File: config.mk
export PLATFORM = sky130hd
export DESIGN_NAME = slap_video_top
export DESIGN_NICKNAME = d
export VERILOG_FILES = /design/src/common/slap_video_pkg.sv /design/src/hw/video_timing/video_timing.sv /design/src/hw/scroll/scroll_regs.sv /design/src/hw/scroll/scroll_adder.sv /design/src/hw/layer_mixer.sv /design/src/hw/palette_ram.sv /design/src/hw/slap_video_top.sv
export SDC_FILE = /design/constraint.sdc
export NUM_CORES = 2
export LEC_CHECK = 0
export ABC_CLOCK_PERIOD_IN_PS = 3610
export BUFFER_PORTS_ARGS = -buffer_cell sky130_fd_sc_hd__buf_4
export CORE_UTILIZATION = 60
export CTS_CLUSTER_SIZE = 24
export DETAILED_ROUTE_END_ITERATION = 10
export PLACE_DENSITY_LB_ADDON = 0.12
export SETUP_SLACK_MARGIN = 0.1
export SLEW_MARGIN = 20
export SYNTH_ARGS = -nofsm -noshare
export SYNTH_HDL_FRONTEND = slang
export SYNTH_SLANG_ARGS = --single-unit
File: constraint.sdc
create_clock -name pixel_clk -period 3.61 [get_ports pixel_clk]
set_input_delay 0 -clock pixel_clk [delete_from_list [all_inputs] [get_ports pixel_clk]]
set_output_delay 0 -clock pixel_clk [all_outputs]
set_load 0.01 [all_outputs]
File: src/common/slap_video_pkg.sv
// shared video widths, register map, pixel code union and palette table selectors

package slap_video_pkg;

	// ==============================
	// widths and coordinate types
	// ==============================
	localparam int H_POS_W  = 9;
	localparam int V_POS_W  = 8;
	localparam int COLOUR_W = 4;
	localparam int DL_ADDR_W = 10;

	typedef logic [H_POS_W-1:0]   h_pos_t;	// horizontal pixel position
	typedef logic [V_POS_W-1:0]   v_pos_t;	// vertical pixel position
	typedef logic [COLOUR_W-1:0]  colour_t;	// one gun intensity
	typedef logic [DL_ADDR_W-1:0] dl_addr_t;	// table select in 9..8, entry in 7..0

	// ==============================
	// scroll register addresses
	// ==============================
	localparam logic [1:0] REG_HSCRL_LO = 2'd0;	// h scroll bits 7..0
	localparam logic [1:0] REG_HSCRL_HI = 2'd1;	// h scroll bit 8 from data bit 0
	localparam logic [1:0] REG_VSCRL    = 2'd2;
	localparam logic [1:0] REG_CTRL     = 2'd3;	// flip in data bit 0

	// ==============================
	// layer pixel code
	// ==============================
	// foreground tiles carry only two colour bits, sprites and background four
	typedef union packed {
		struct packed {
			logic [5:0] bank;
			logic [1:0] colour;
		} narrow;
		struct packed {
			logic [3:0] bank;
			logic [3:0] colour;
		} wide;
	} pixel_code_u;

	// ==============================
	// palette table selector
	// ==============================
	localparam logic [1:0] TABLE_RED   = 2'd0;
	localparam logic [1:0] TABLE_GREEN = 2'd1;
	localparam logic [1:0] TABLE_BLUE  = 2'd2;	// value 3 selects nothing
	localparam int         NUM_TABLES  = 3;
	localparam int         TABLE_DEPTH = 256;

endpackage

File: src/hw/video_timing/video_timing.sv
// pixel and line counters with flip mapping, sync and blanking decode
`timescale 1ns/10ps

module video_timing
	import slap_video_pkg::*;
#(
	parameter int H_TOTAL      = 384,
	parameter int H_ACTIVE     = 256,
	parameter int H_SYNC_START = 296,
	parameter int H_SYNC_END   = 328,
	parameter int V_TOTAL      = 263,
	parameter int V_ACTIVE     = 224,
	parameter int V_SYNC_START = 240,
	parameter int V_SYNC_END   = 243
) (
	input  logic   pixel_clk,
	input  logic   RESET_n,
	input  logic   flip_i,
	output h_pos_t h_pos_o,
	output v_pos_t v_pos_o,
	output logic   h_sync_o,
	output logic   h_blank_o,
	output logic   v_sync_o,
	output logic   v_blank_o
);

	localparam h_pos_t H_LAST = h_pos_t'(H_TOTAL - 1);
	localparam v_pos_t V_LAST = v_pos_t'(V_TOTAL - 1);

	h_pos_t h_cnt;	// pixel within the line
	v_pos_t v_cnt;	// line within the frame
	logic   line_end;

	assign line_end = (h_cnt == H_LAST);

	// ==============================
	// counters
	// ==============================
	always_ff @(posedge pixel_clk or negedge RESET_n) begin
		if (!RESET_n) begin
			h_cnt <= '0;
			v_cnt <= '0;
		end else begin
			if (line_end) begin
				h_cnt <= '0;
				// next line, wrap at bottom of frame
				if (v_cnt == V_LAST) begin
					v_cnt <= '0;
				end else begin
					v_cnt <= v_cnt + 1'b1;
				end
			end else begin
				h_cnt <= h_cnt + 1'b1;
			end
		end
	end

	// ==============================
	// reported position
	// ==============================
	// flipped screen runs right to left and bottom to top
	always_comb begin
		if (flip_i) begin
			h_pos_o = H_LAST - h_cnt;
			v_pos_o = ~v_cnt;
		end else begin
			h_pos_o = h_cnt;
			v_pos_o = v_cnt;
		end
	end

	// ==============================
	// sync and blank windows
	// ==============================
	// taken from the raw counts so flip does not move them
	always_comb begin
		h_blank_o = (h_cnt >= h_pos_t'(H_ACTIVE));
		h_sync_o  = (h_cnt >= h_pos_t'(H_SYNC_START)) && (h_cnt < h_pos_t'(H_SYNC_END));
		v_blank_o = (v_cnt >= v_pos_t'(V_ACTIVE));
		v_sync_o  = (v_cnt >= v_pos_t'(V_SYNC_START)) && (v_cnt < v_pos_t'(V_SYNC_END));
	end

endmodule

File: src/hw/scroll/scroll_regs.sv
// cpu write decode for horizontal scroll, vertical scroll and screen flip
`timescale 1ns/10ps

module scroll_regs
	import slap_video_pkg::*;
(
	input  logic       pixel_clk,
	input  logic       RESET_n,
	input  logic       reg_wr_i,
	input  logic [1:0] reg_addr_i,
	input  logic [7:0] reg_data_i,
	output h_pos_t     h_scroll_o,
	output v_pos_t     v_scroll_o,
	output logic       flip_o
);

	h_pos_t h_scroll;	// 9 bits written in two halves
	v_pos_t v_scroll;
	logic   flip;

	// ==============================
	// register writes
	// ==============================
	always_ff @(posedge pixel_clk or negedge RESET_n) begin
		if (!RESET_n) begin
			h_scroll <= '0;
			v_scroll <= '0;
			flip     <= 1'b0;
		end else if (reg_wr_i) begin
			case (reg_addr_i)
				REG_HSCRL_LO: begin
					h_scroll[7:0] <= reg_data_i;
				end
				REG_HSCRL_HI: begin
					h_scroll[8] <= reg_data_i[0];	// top bit only
				end
				REG_VSCRL: begin
					v_scroll <= reg_data_i;
				end
				REG_CTRL: begin
					flip <= reg_data_i[0];
				end
			endcase
		end
	end

	// new values show up the cycle after the strobe
	assign h_scroll_o = h_scroll;
	assign v_scroll_o = v_scroll;
	assign flip_o     = flip;

endmodule

File: src/hw/scroll/scroll_adder.sv
// registered scroll offset adders giving background layer coordinates
`timescale 1ns/10ps

module scroll_adder
	import slap_video_pkg::*;
(
	input  logic   pixel_clk,
	input  logic   RESET_n,
	input  h_pos_t h_pos_i,
	input  v_pos_t v_pos_i,
	input  h_pos_t h_scroll_i,
	input  v_pos_t v_scroll_i,
	output h_pos_t bg_h_o,
	output v_pos_t bg_v_o
);

	h_pos_t h_sum;
	v_pos_t v_sum;

	// sums are truncated to the type width
	// so h wraps at 512 and v at 256
	always_comb begin
		h_sum = h_pos_i + h_scroll_i;
		v_sum = v_pos_i + v_scroll_i;
	end

	// ==============================
	// output stage
	// ==============================
	always_ff @(posedge pixel_clk or negedge RESET_n) begin
		if (!RESET_n) begin
			bg_h_o <= '0;
			bg_v_o <= '0;
		end else begin
			bg_h_o <= h_sum;	// one pixel behind the position
			bg_v_o <= v_sum;
		end
	end

endmodule

File: src/hw/layer_mixer.sv
// foreground over sprite over background priority select into a colour index
`timescale 1ns/10ps

module layer_mixer
	import slap_video_pkg::*;
(
	input  logic        pixel_clk,
	input  logic        RESET_n,
	input  pixel_code_u fg_pixel_i,
	input  pixel_code_u sp_pixel_i,
	input  pixel_code_u bg_pixel_i,
	output logic [7:0]  colour_index_o
);

	pixel_code_u winner;
	logic        fg_opaque;
	logic        sp_opaque;

	// colour 0 is see-through on the upper two layers
	assign fg_opaque = (fg_pixel_i.narrow.colour != 2'd0);
	assign sp_opaque = (sp_pixel_i.wide.colour != 4'd0);

	always_comb begin
		if (fg_opaque) begin
			winner = fg_pixel_i;
		end else if (sp_opaque) begin
			winner = sp_pixel_i;
		end else begin
			winner = bg_pixel_i;	// background is never transparent
		end
	end

	// ==============================
	// colour index register
	// ==============================
	always_ff @(posedge pixel_clk or negedge RESET_n) begin
		if (!RESET_n) begin
			colour_index_o <= 8'd0;
		end else begin
			colour_index_o <= winner;	// whole word, bank and colour
		end
	end

endmodule

File: src/hw/palette_ram.sv
// downloadable red, green and blue colour tables with registered read
`timescale 1ns/10ps

module palette_ram
	import slap_video_pkg::*;
(
	input  logic       pixel_clk,
	input  logic       RESET_n,
	input  logic [7:0] colour_index_i,
	input  logic       dl_wr_i,
	input  dl_addr_t   dl_addr_i,
	input  logic [7:0] dl_data_i,
	output colour_t    red_o,
	output colour_t    green_o,
	output colour_t    blue_o
);

	colour_t    table_mem [NUM_TABLES][TABLE_DEPTH];
	logic [1:0] dl_sel;
	logic [7:0] dl_entry;
	logic       dl_hit;

	assign dl_sel   = dl_addr_i[9:8];
	assign dl_entry = dl_addr_i[7:0];
	assign dl_hit   = dl_wr_i && (dl_sel != 2'd3);	// fourth slot has no table

	// ==============================
	// download port
	// ==============================
	always_ff @(posedge pixel_clk) begin
		if (dl_hit) begin
			table_mem[dl_sel][dl_entry] <= dl_data_i[3:0];	// low nibble only
		end
	end

	// ==============================
	// pixel read
	// ==============================
	// all three guns looked up in parallel
	always_ff @(posedge pixel_clk or negedge RESET_n) begin
		if (!RESET_n) begin
			red_o   <= '0;
			green_o <= '0;
			blue_o  <= '0;
		end else begin
			red_o   <= table_mem[TABLE_RED][colour_index_i];
			green_o <= table_mem[TABLE_GREEN][colour_index_i];
			blue_o  <= table_mem[TABLE_BLUE][colour_index_i];
		end
	end

endmodule

File: src/hw/slap_video_top.sv
// video top level joining timing, scroll, mixer and palette blocks
`timescale 1ns/10ps

module slap_video_top
	import slap_video_pkg::*;
#(
	parameter int H_TOTAL      = 384,
	parameter int H_ACTIVE     = 256,
	parameter int H_SYNC_START = 296,
	parameter int H_SYNC_END   = 328,
	parameter int V_TOTAL      = 263,
	parameter int V_ACTIVE     = 224,
	parameter int V_SYNC_START = 240,
	parameter int V_SYNC_END   = 243
) (
	input  logic        pixel_clk,
	input  logic        RESET_n,
	input  logic        reg_wr_i,
	input  logic [1:0]  reg_addr_i,
	input  logic [7:0]  reg_data_i,
	input  logic        dl_wr_i,
	input  dl_addr_t    dl_addr_i,
	input  logic [7:0]  dl_data_i,
	input  pixel_code_u fg_pixel_i,
	input  pixel_code_u sp_pixel_i,
	input  pixel_code_u bg_pixel_i,
	output h_pos_t      h_pos_o,
	output v_pos_t      v_pos_o,
	output h_pos_t      bg_h_o,
	output v_pos_t      bg_v_o,
	output logic        h_sync_o,
	output logic        h_blank_o,
	output logic        v_sync_o,
	output logic        v_blank_o,
	output colour_t     red_o,
	output colour_t     green_o,
	output colour_t     blue_o
);

	h_pos_t     h_scroll;
	v_pos_t     v_scroll;
	logic       flip;
	logic [7:0] colour_index;	// mixer to palette

	// ==============================
	// timing and scroll
	// ==============================
	video_timing #(
		.H_TOTAL(H_TOTAL), .H_ACTIVE(H_ACTIVE),
		.H_SYNC_START(H_SYNC_START), .H_SYNC_END(H_SYNC_END),
		.V_TOTAL(V_TOTAL), .V_ACTIVE(V_ACTIVE),
		.V_SYNC_START(V_SYNC_START), .V_SYNC_END(V_SYNC_END)
	) u_timing (
		.pixel_clk(pixel_clk), .RESET_n(RESET_n), .flip_i(flip),
		.h_pos_o(h_pos_o), .v_pos_o(v_pos_o),
		.h_sync_o(h_sync_o), .h_blank_o(h_blank_o),
		.v_sync_o(v_sync_o), .v_blank_o(v_blank_o)
	);

	scroll_regs u_regs (
		.pixel_clk(pixel_clk), .RESET_n(RESET_n),
		.reg_wr_i(reg_wr_i), .reg_addr_i(reg_addr_i), .reg_data_i(reg_data_i),
		.h_scroll_o(h_scroll), .v_scroll_o(v_scroll), .flip_o(flip)
	);

	scroll_adder u_adder (
		.pixel_clk(pixel_clk), .RESET_n(RESET_n),
		.h_pos_i(h_pos_o), .v_pos_i(v_pos_o),
		.h_scroll_i(h_scroll), .v_scroll_i(v_scroll),
		.bg_h_o(bg_h_o), .bg_v_o(bg_v_o)
	);

	// ==============================
	// colour path, 2 cycles
	// ==============================
	layer_mixer u_mixer (
		.pixel_clk(pixel_clk), .RESET_n(RESET_n),
		.fg_pixel_i(fg_pixel_i), .sp_pixel_i(sp_pixel_i), .bg_pixel_i(bg_pixel_i),
		.colour_index_o(colour_index)
	);

	palette_ram u_palette (
		.pixel_clk(pixel_clk), .RESET_n(RESET_n),
		.colour_index_i(colour_index),
		.dl_wr_i(dl_wr_i), .dl_addr_i(dl_addr_i), .dl_data_i(dl_data_i),
		.red_o(red_o), .green_o(green_o), .blue_o(blue_o)
	);

endmodule

# After elaboration in Yosys (flattened, before gate mapping)
# Memory sizes are Yosys's and may differ from the RTL's.
# Cells that the tools add are included.
# op_classes
add_sub_neg,5
n_lt_le_gt_ge,9
eq_ne,6
n_mux,19
n_bitwise,3
reduce_logical,11
# op_table
cell,n
2-to-1 mux 1024 bit,1
binary-select mux 4 bit (select 8 bit),3
">= comparator 9 bit, second input constant",4
demux 4 bit (select 8 bit),1
2-to-1 mux 8 bit,4
2-to-1 mux 4 bit,7
2-to-1 mux 9 bit,2
inverter 8 -> 9 bit,2
">= comparator 8 bit, second input constant",2
"adder 9 x 1 -> 9 bit, second input constant",1
adder 9 bit,1
"== test 9 bit, second input constant",1
"< comparator 9 x 1 -> 1 bit, second input constant",1
"< comparator 9 bit, second input constant",1
"subtractor 9 bit, first input constant",1
"adder 8 x 1 -> 8 bit, second input constant",1
adder 8 bit,1
"== test 8 x 3 -> 1 bit, second input constant",1
"< comparator 8 bit, second input constant",1
inverter 8 bit,1
AND reduction 2 bit,4
"== test 2 bit, second input constant",2
logical AND 1 bit,4
nonzero test 4 bit,1
other kinds (5),5
# word_totals
ff_bits,72
ram_bits,3072
inputBits,56
elab_cells,66
n_memories,1
# memory_table
name,words,word_bits,rd,rd_clocked_by_memory_dff,write_ports,line_no,source
u_palette.table_mem,3,1024,3,0,1,palette_ram.sv:18,colour_t table_mem [NUM_TABLES][TABLE_DEPTH];

# Longest topological paths before layout
# depth
ltp_word,6
mapped_depth,12
ltp_nobuf,11

# Modules after synthesis
# From an unflattened synthesis, not the netlist that was laid out.
# unflattened
cells_unflattened,6453
area_unflattened_um2,124813.5
# modules_own_cells
module,n_inst,cells_each,area_per_inst_um2,seq_area_each_um2
palette_ram,1,6159,121526.6,92548.8
video_timing,1,122,1168.6,425.4
scroll_adder,1,99,1066.0,425.4
scroll_regs,1,40,695.7,450.4
layer_mixer,1,33,356.6,200.2

# Least setup slack after synthesis
# Ideal clock, no wire load.
# synth_path
kind,register to register
from,"register u_regs.flip, in the netlist u_regs.flip_o"
to,register u_adder.bg_h_o[8]
arrival_time_ps,2639
setup_slack_ps,836
path_stages_with_launch,11
n_path_buf,2
cell_sequence,dfrtp_1 > clkbuf_1 > clkbuf_1 > xor2_1 > ha_1 > a21o_1 > a21oi_1 > o21bai_1 > a21oi_1 > o21ai_0 > xor3_1
# synth_between
elab_chain_len,2
# synth_lines
element,line_no,source
"start, declared",scroll_regs.sv:19,logic flip;
"start signal, assigned",scroll_regs.sv:41,flip <= reg_data_i[0];
2-to-1 mux 9 bit,video_timing.sv:63,if (flip_i) begin
named net h_pos_o[2],slap_video_top.sv:27,"output h_pos_t h_pos_o,"
adder 9 bit,scroll_adder.sv:23,h_sum = h_pos_i + h_scroll_i;
named net u_adder.h_sum[8],scroll_adder.sv:17,h_pos_t h_sum;
"end signal, assigned",scroll_adder.sv:35,bg_h_o <= h_sum;
"end, declared",scroll_adder.sv:13,"output h_pos_t bg_h_o,"
# The timed path passes the listed nets, and every way through them passes these cells.
# A chain may end at the register's enable or synchronous reset.

# Final worst setup path
# layout_path
from,register u_mixer.colour_index_o[3]
to,register u_palette.blue_o[3]
# layout_between
elab_chain_len,4
# layout_lines
element,line_no,source
"start, declared",layer_mixer.sv:12,output logic [7:0] colour_index_o
"start signal, assigned",layer_mixer.sv:40,colour_index_o <= winner;
inverter 8 -> 9 bit (implied by the code),palette_ram.sv:48,blue_o <= table_mem[TABLE_BLUE][colour_index_i];
binary-select mux 4 bit (select 8 bit),palette_ram.sv:48,
2-to-1 mux 4 bit (implied by the code) (2 in series),palette_ram.sv:48,
"end signal, assigned",palette_ram.sv:48,
"end, declared",palette_ram.sv:15,output colour_t blue_o
# Every way passes these cells. The select of a mux whose other input is x is not followed.

==> results.py <==
metrics = {
    "critical_path": {
        "arrival_ns": 4.27,
        "worstSetupEndpointType": "flip-flop",
        "path_class": "reg -> reg",
        "critPathRequiredTime_ns": 4.46,
        "cp_max_fo": 21,
        "crit_path_start_kind": "flip-flop",
    },
    "pwr": {
        "power.share.clock_pct": 40.4,
        "comb_power_share_pct": 7.5,
        "power_frac_seq_pct": 52.1,
        "power_density_nw_per_um2": 553,
        "p_sw_w": 0.0172,
        "vdd_ir_drop_max_uv": 541,
        "power_leakage_nw": 44.6,
        "p_sw_share_pct": 22.1,
        "internal-power_w": 0.0604,
    },
    "drt": {
        "first_pass_iters": 5,
        "num_vias": 66500,
        "wl_per_cell_um": 33.2,
        "drc": 0,
        "wirelength_mm": 325,
        "via_per_inst": 6.78,
        "ant_nets": 0,
        "initialDrtViolationCount": 8229,
    },
    "global_route": {
        "antenna_found_initial": 12,
        "grt_pass1_vias": 66300,
        "grt_overflow_total": 0,
        "grt_max_degree": 211,
        "grt.total_usage_pct": 31.4,
        "grt_pass1_wl_mm": 468,
    },
    "cells_and_area": {
        "multiInputGateArea_sq_um": 27800,
        "final_common_cell": "edfxtp_1",
        "area_growth_pct": 13.3,
        "layout.nets": 6957,
        "mostFrequentLayoutCells": "edfxtp_1, nor2_1, mux4_2, buf_4, clkbuf_16",
        "fill_cells": 12900,
        "drive_gt1_share_pct": 23.2,
        "ff_latch_area_sq_um": 94100,
    },
    "place": {
        "gp_congestion": 0.891,
        "post-place-ws_ns": 0.0276,
        "hpwl_mm": 206,
        "io_buffers": 101,
    },
    "logic_synthesis": {
        "yosys_warnings": 0,
        "synthFlopType": "edfxtp_1",
        "avgSynthCellArea_sq_um": 19.3,
        "yosys_register_bits": 3144,
        "async_reset_ff_share_pct": 2.29,
        "synth_edf_count": 3072,
        "syn_nets": 6500,
        "syn_inst": 6419,
        "synth_area_sq_um": 124000,
        "seq_area_frac_synth_pct": 76.0,
        "yosysUniqueCellTypes": 63,
    },
    "timing": {
        "skew_ns": 0.0519,
        "rsz0062_at_grt": "no",
        "layout_worst_path_cycle_share_pct": 94.8,
        "period_needed_ns": 3.42,
        "finalMaxSlewViolations": 0,
        "fmax_mhz": 292,
        "finalSetupTns_ns": 0,
        "worst_pin_slew_ns": 1.21,
        "fin_ws_ns": 0.187,
        "finalHoldViolations": 0,
        "slew-limit-headroom_pct": 19.5,
        "setup_viol": 0,
    },
    "cts": {
        "clkSinkCount": 3144,
        "h-tree-depth": 5,
        "numCtsBuffers": 324,
        "cts_root_buf": "clkbuf_16",
        "cts_tree": "done",
        "clockBufferDepth": 4,
        "cts.clk_slew.worst_paths_ns": 0.06,
        "clkLatencyLatePin_ns": 0.95,
    },
    "die": {
        "start_util_pct": 60.5,
        "core-area_sq_um": 205000,
        "fp-row-count": 166,
        "io_pins": 106,
        "die_h_um": 456,
        "die_w_um": 456,
        "die_area_sq_um": 208000,
    },
    "run_status": {
        "outcome": "finished, final reports clean",
    },
    "job": {
        "max-cap-violations": 0,
    },
    "min_path": {
        "hold_path_class": "in -> reg",
    },
}
-- flip-flops by register name, summed over array words and instances, names as in the netlist --
signal / flops
u_timing.h_cnt: 9
u_regs.h_scroll_o: 9
u_mixer.colour_index_o: 8
u_palette.blue_o: 4
u_palette.table_mem: 3072
u_regs.v_scroll_o: 8
u_adder.bg_h_o: 9
u_palette.red_o: 4
u_regs.flip_o: 1
u_timing.v_cnt: 8
u_adder.bg_v_o: 8
u_palette.green_o: 4
-- power by group through the flow --
stage	Sequential, W	Combinational [W]	Clock (W)
finish	0.0405	0.00579	0.0314
global placement	0.0412	0.00556	0
floorplan	0.0412	0.00282	0
detailed placement	0.0412	0.00563	0
global route	0.0404	0.00605	0.0329
CTS	0.0405	0.00574	0.0316
-- worst max-delay path, cell delays in order (launching register included) --
cell,delay (ns)
dfrtp_4,0.66
nor2b_4,0.96
a22oi_1,0.38
buf_4,0.24
a31oi_1,0.49
buf_4,0.23
nor4_2,0.09
nor4_1,0.27
-- synth_stat cells (all sizes together) (3+ instances only) --
cell,instances,share of area (%)
nor3,45,0.18
or2,11,0.056
xnor2,15,0.11
o21bai,6,0.036
nor2b,17,0.086
and2,8,0.040
buf,189,1.0
nand4,7,0.035
o221ai,50,0.36
a22o,17,0.12
inv,20,0.061
o22ai,46,0.23
a21oi,162,0.65
clkbuf,231,0.70
a2111oi,4,0.028
nor3b,3,0.018
mux4,668,12
ha,23,0.23
o32ai,4,0.028
and3,5,0.025
a221oi,11,0.078
nor4,53,0.28
a31oi,19,0.096
o21ai,40,0.16
a211oi,31,0.19
nand3,26,0.11
edfxtp,3072,75
xor2,22,0.16
nand2b,19,0.096
a21o,4,0.024
nand2,181,0.55
mux2,29,0.26
nand3b,4,0.024
mux2i,184,1.5
dfrtp,72,1.5
nor2,827,2.5
a22oi,271,1.6
nor4b,3,0.031
-- per-stage QoR --
stage / util (%) / cells / hold WS [ns] / power (W) / area [sq um]
after floorplan: - / 6419 / -0.296 / 0.0440 / 124000
after global placement: 63.4 / 9162 / 0.166 / 0.0468 / 130000
after detailed placement: 63.4 / 9162 / 0.184 / 0.0469 / 130000
after CTS: 68.5 / 9791 / 0.000515 / 0.0778 / 140000
after global routing: 68.5 / 9792 / 0.0620 / 0.0794 / 140000
final: 68.5 / 9795 / 0.0828 / 0.0776 / 140000
-- routing by layer --
layer | global-route usage, % | share of wire (%)
met1 | 45.3 | 39
met2 | 47.6 | 46
met3 | 7.63 | 11
met4 | 11.1 | 3.7
met5 | 0 | 0.021
-- layout make-up --
| type | instances | share of cell area (%) |
|---|---|---|
| Tap cell | 2688 | 2.40 |
| Timing Repair Buffer | 551 | 3.78 |
| Multi-Input combinational cell | 2834 | 19.8 |
| Clock buffer | 405 | 6.09 |
| Sequential cell | 3144 | 67.0 |
| Clock inverter | 149 | 0.828 |
| Antenna cell | 3 | 0.00535 |
| Inverter | 21 | 0.0562 |
-- worst paths after layout --
| check | cells past startpoint | startpoint | end | slack [ns] |
|---|---|---|---|---|
| worst max-delay path | 7 | u_mixer.colour_index_o[3]$_DFF_PN0_ | u_palette.blue_o[3]$_DFF_PN0_ | 0.19 |
| worst min register to register | 1 | u_regs.h_scroll_o[2]$_DFFE_PN0P_ | u_regs.h_scroll_o[2]$_DFFE_PN0P_ | 0.52 |
| max in group asynchronous | 4 | RESET_n | u_palette.blue_o[2]$_DFF_PN0_ | 3.01 |
| worst max register to register | 7 | u_mixer.colour_index_o[3]$_DFF_PN0_ | u_palette.blue_o[3]$_DFF_PN0_ | 0.19 |
| min in group asynchronous | 4 | RESET_n | u_adder.bg_h_o[6]$_DFF_PN0_ | 0.23 |
| worst min-delay path | 2 | dl_data_i[2] | u_palette.table_mem[2][106]$_DFFE_PP_ | 0.08 |
-- what timing repair did --
item	4_1_cts	5_1_grt
setup endpoints to repair	2	2
resized for setup	2	2
hold endpoints to repair	2953	0
hold buffers	75	0
buffers inserted	0	0
-- kinds of logic (layout without fill, tap and decap cells) --
logic type | count (synthesis) | in the layout | synth area share, %
xor gates and xnor gates | 38 | 38 | 0.281
AOI/OAI and AO/OA | 675 | 675 | 3.73
other | 0 | 3 | 0
buffers and inverters | 441 | 1126 | 1.78
and+or+nand+nor | 1215 | 1215 | 4.08
DFF | 3144 | 3144 | 76.0
muxes | 881 | 881 | 13.9
adders and majority gates | 25 | 25 | 0.265
No activity file was read; power rests on OpenSTA's default activity.
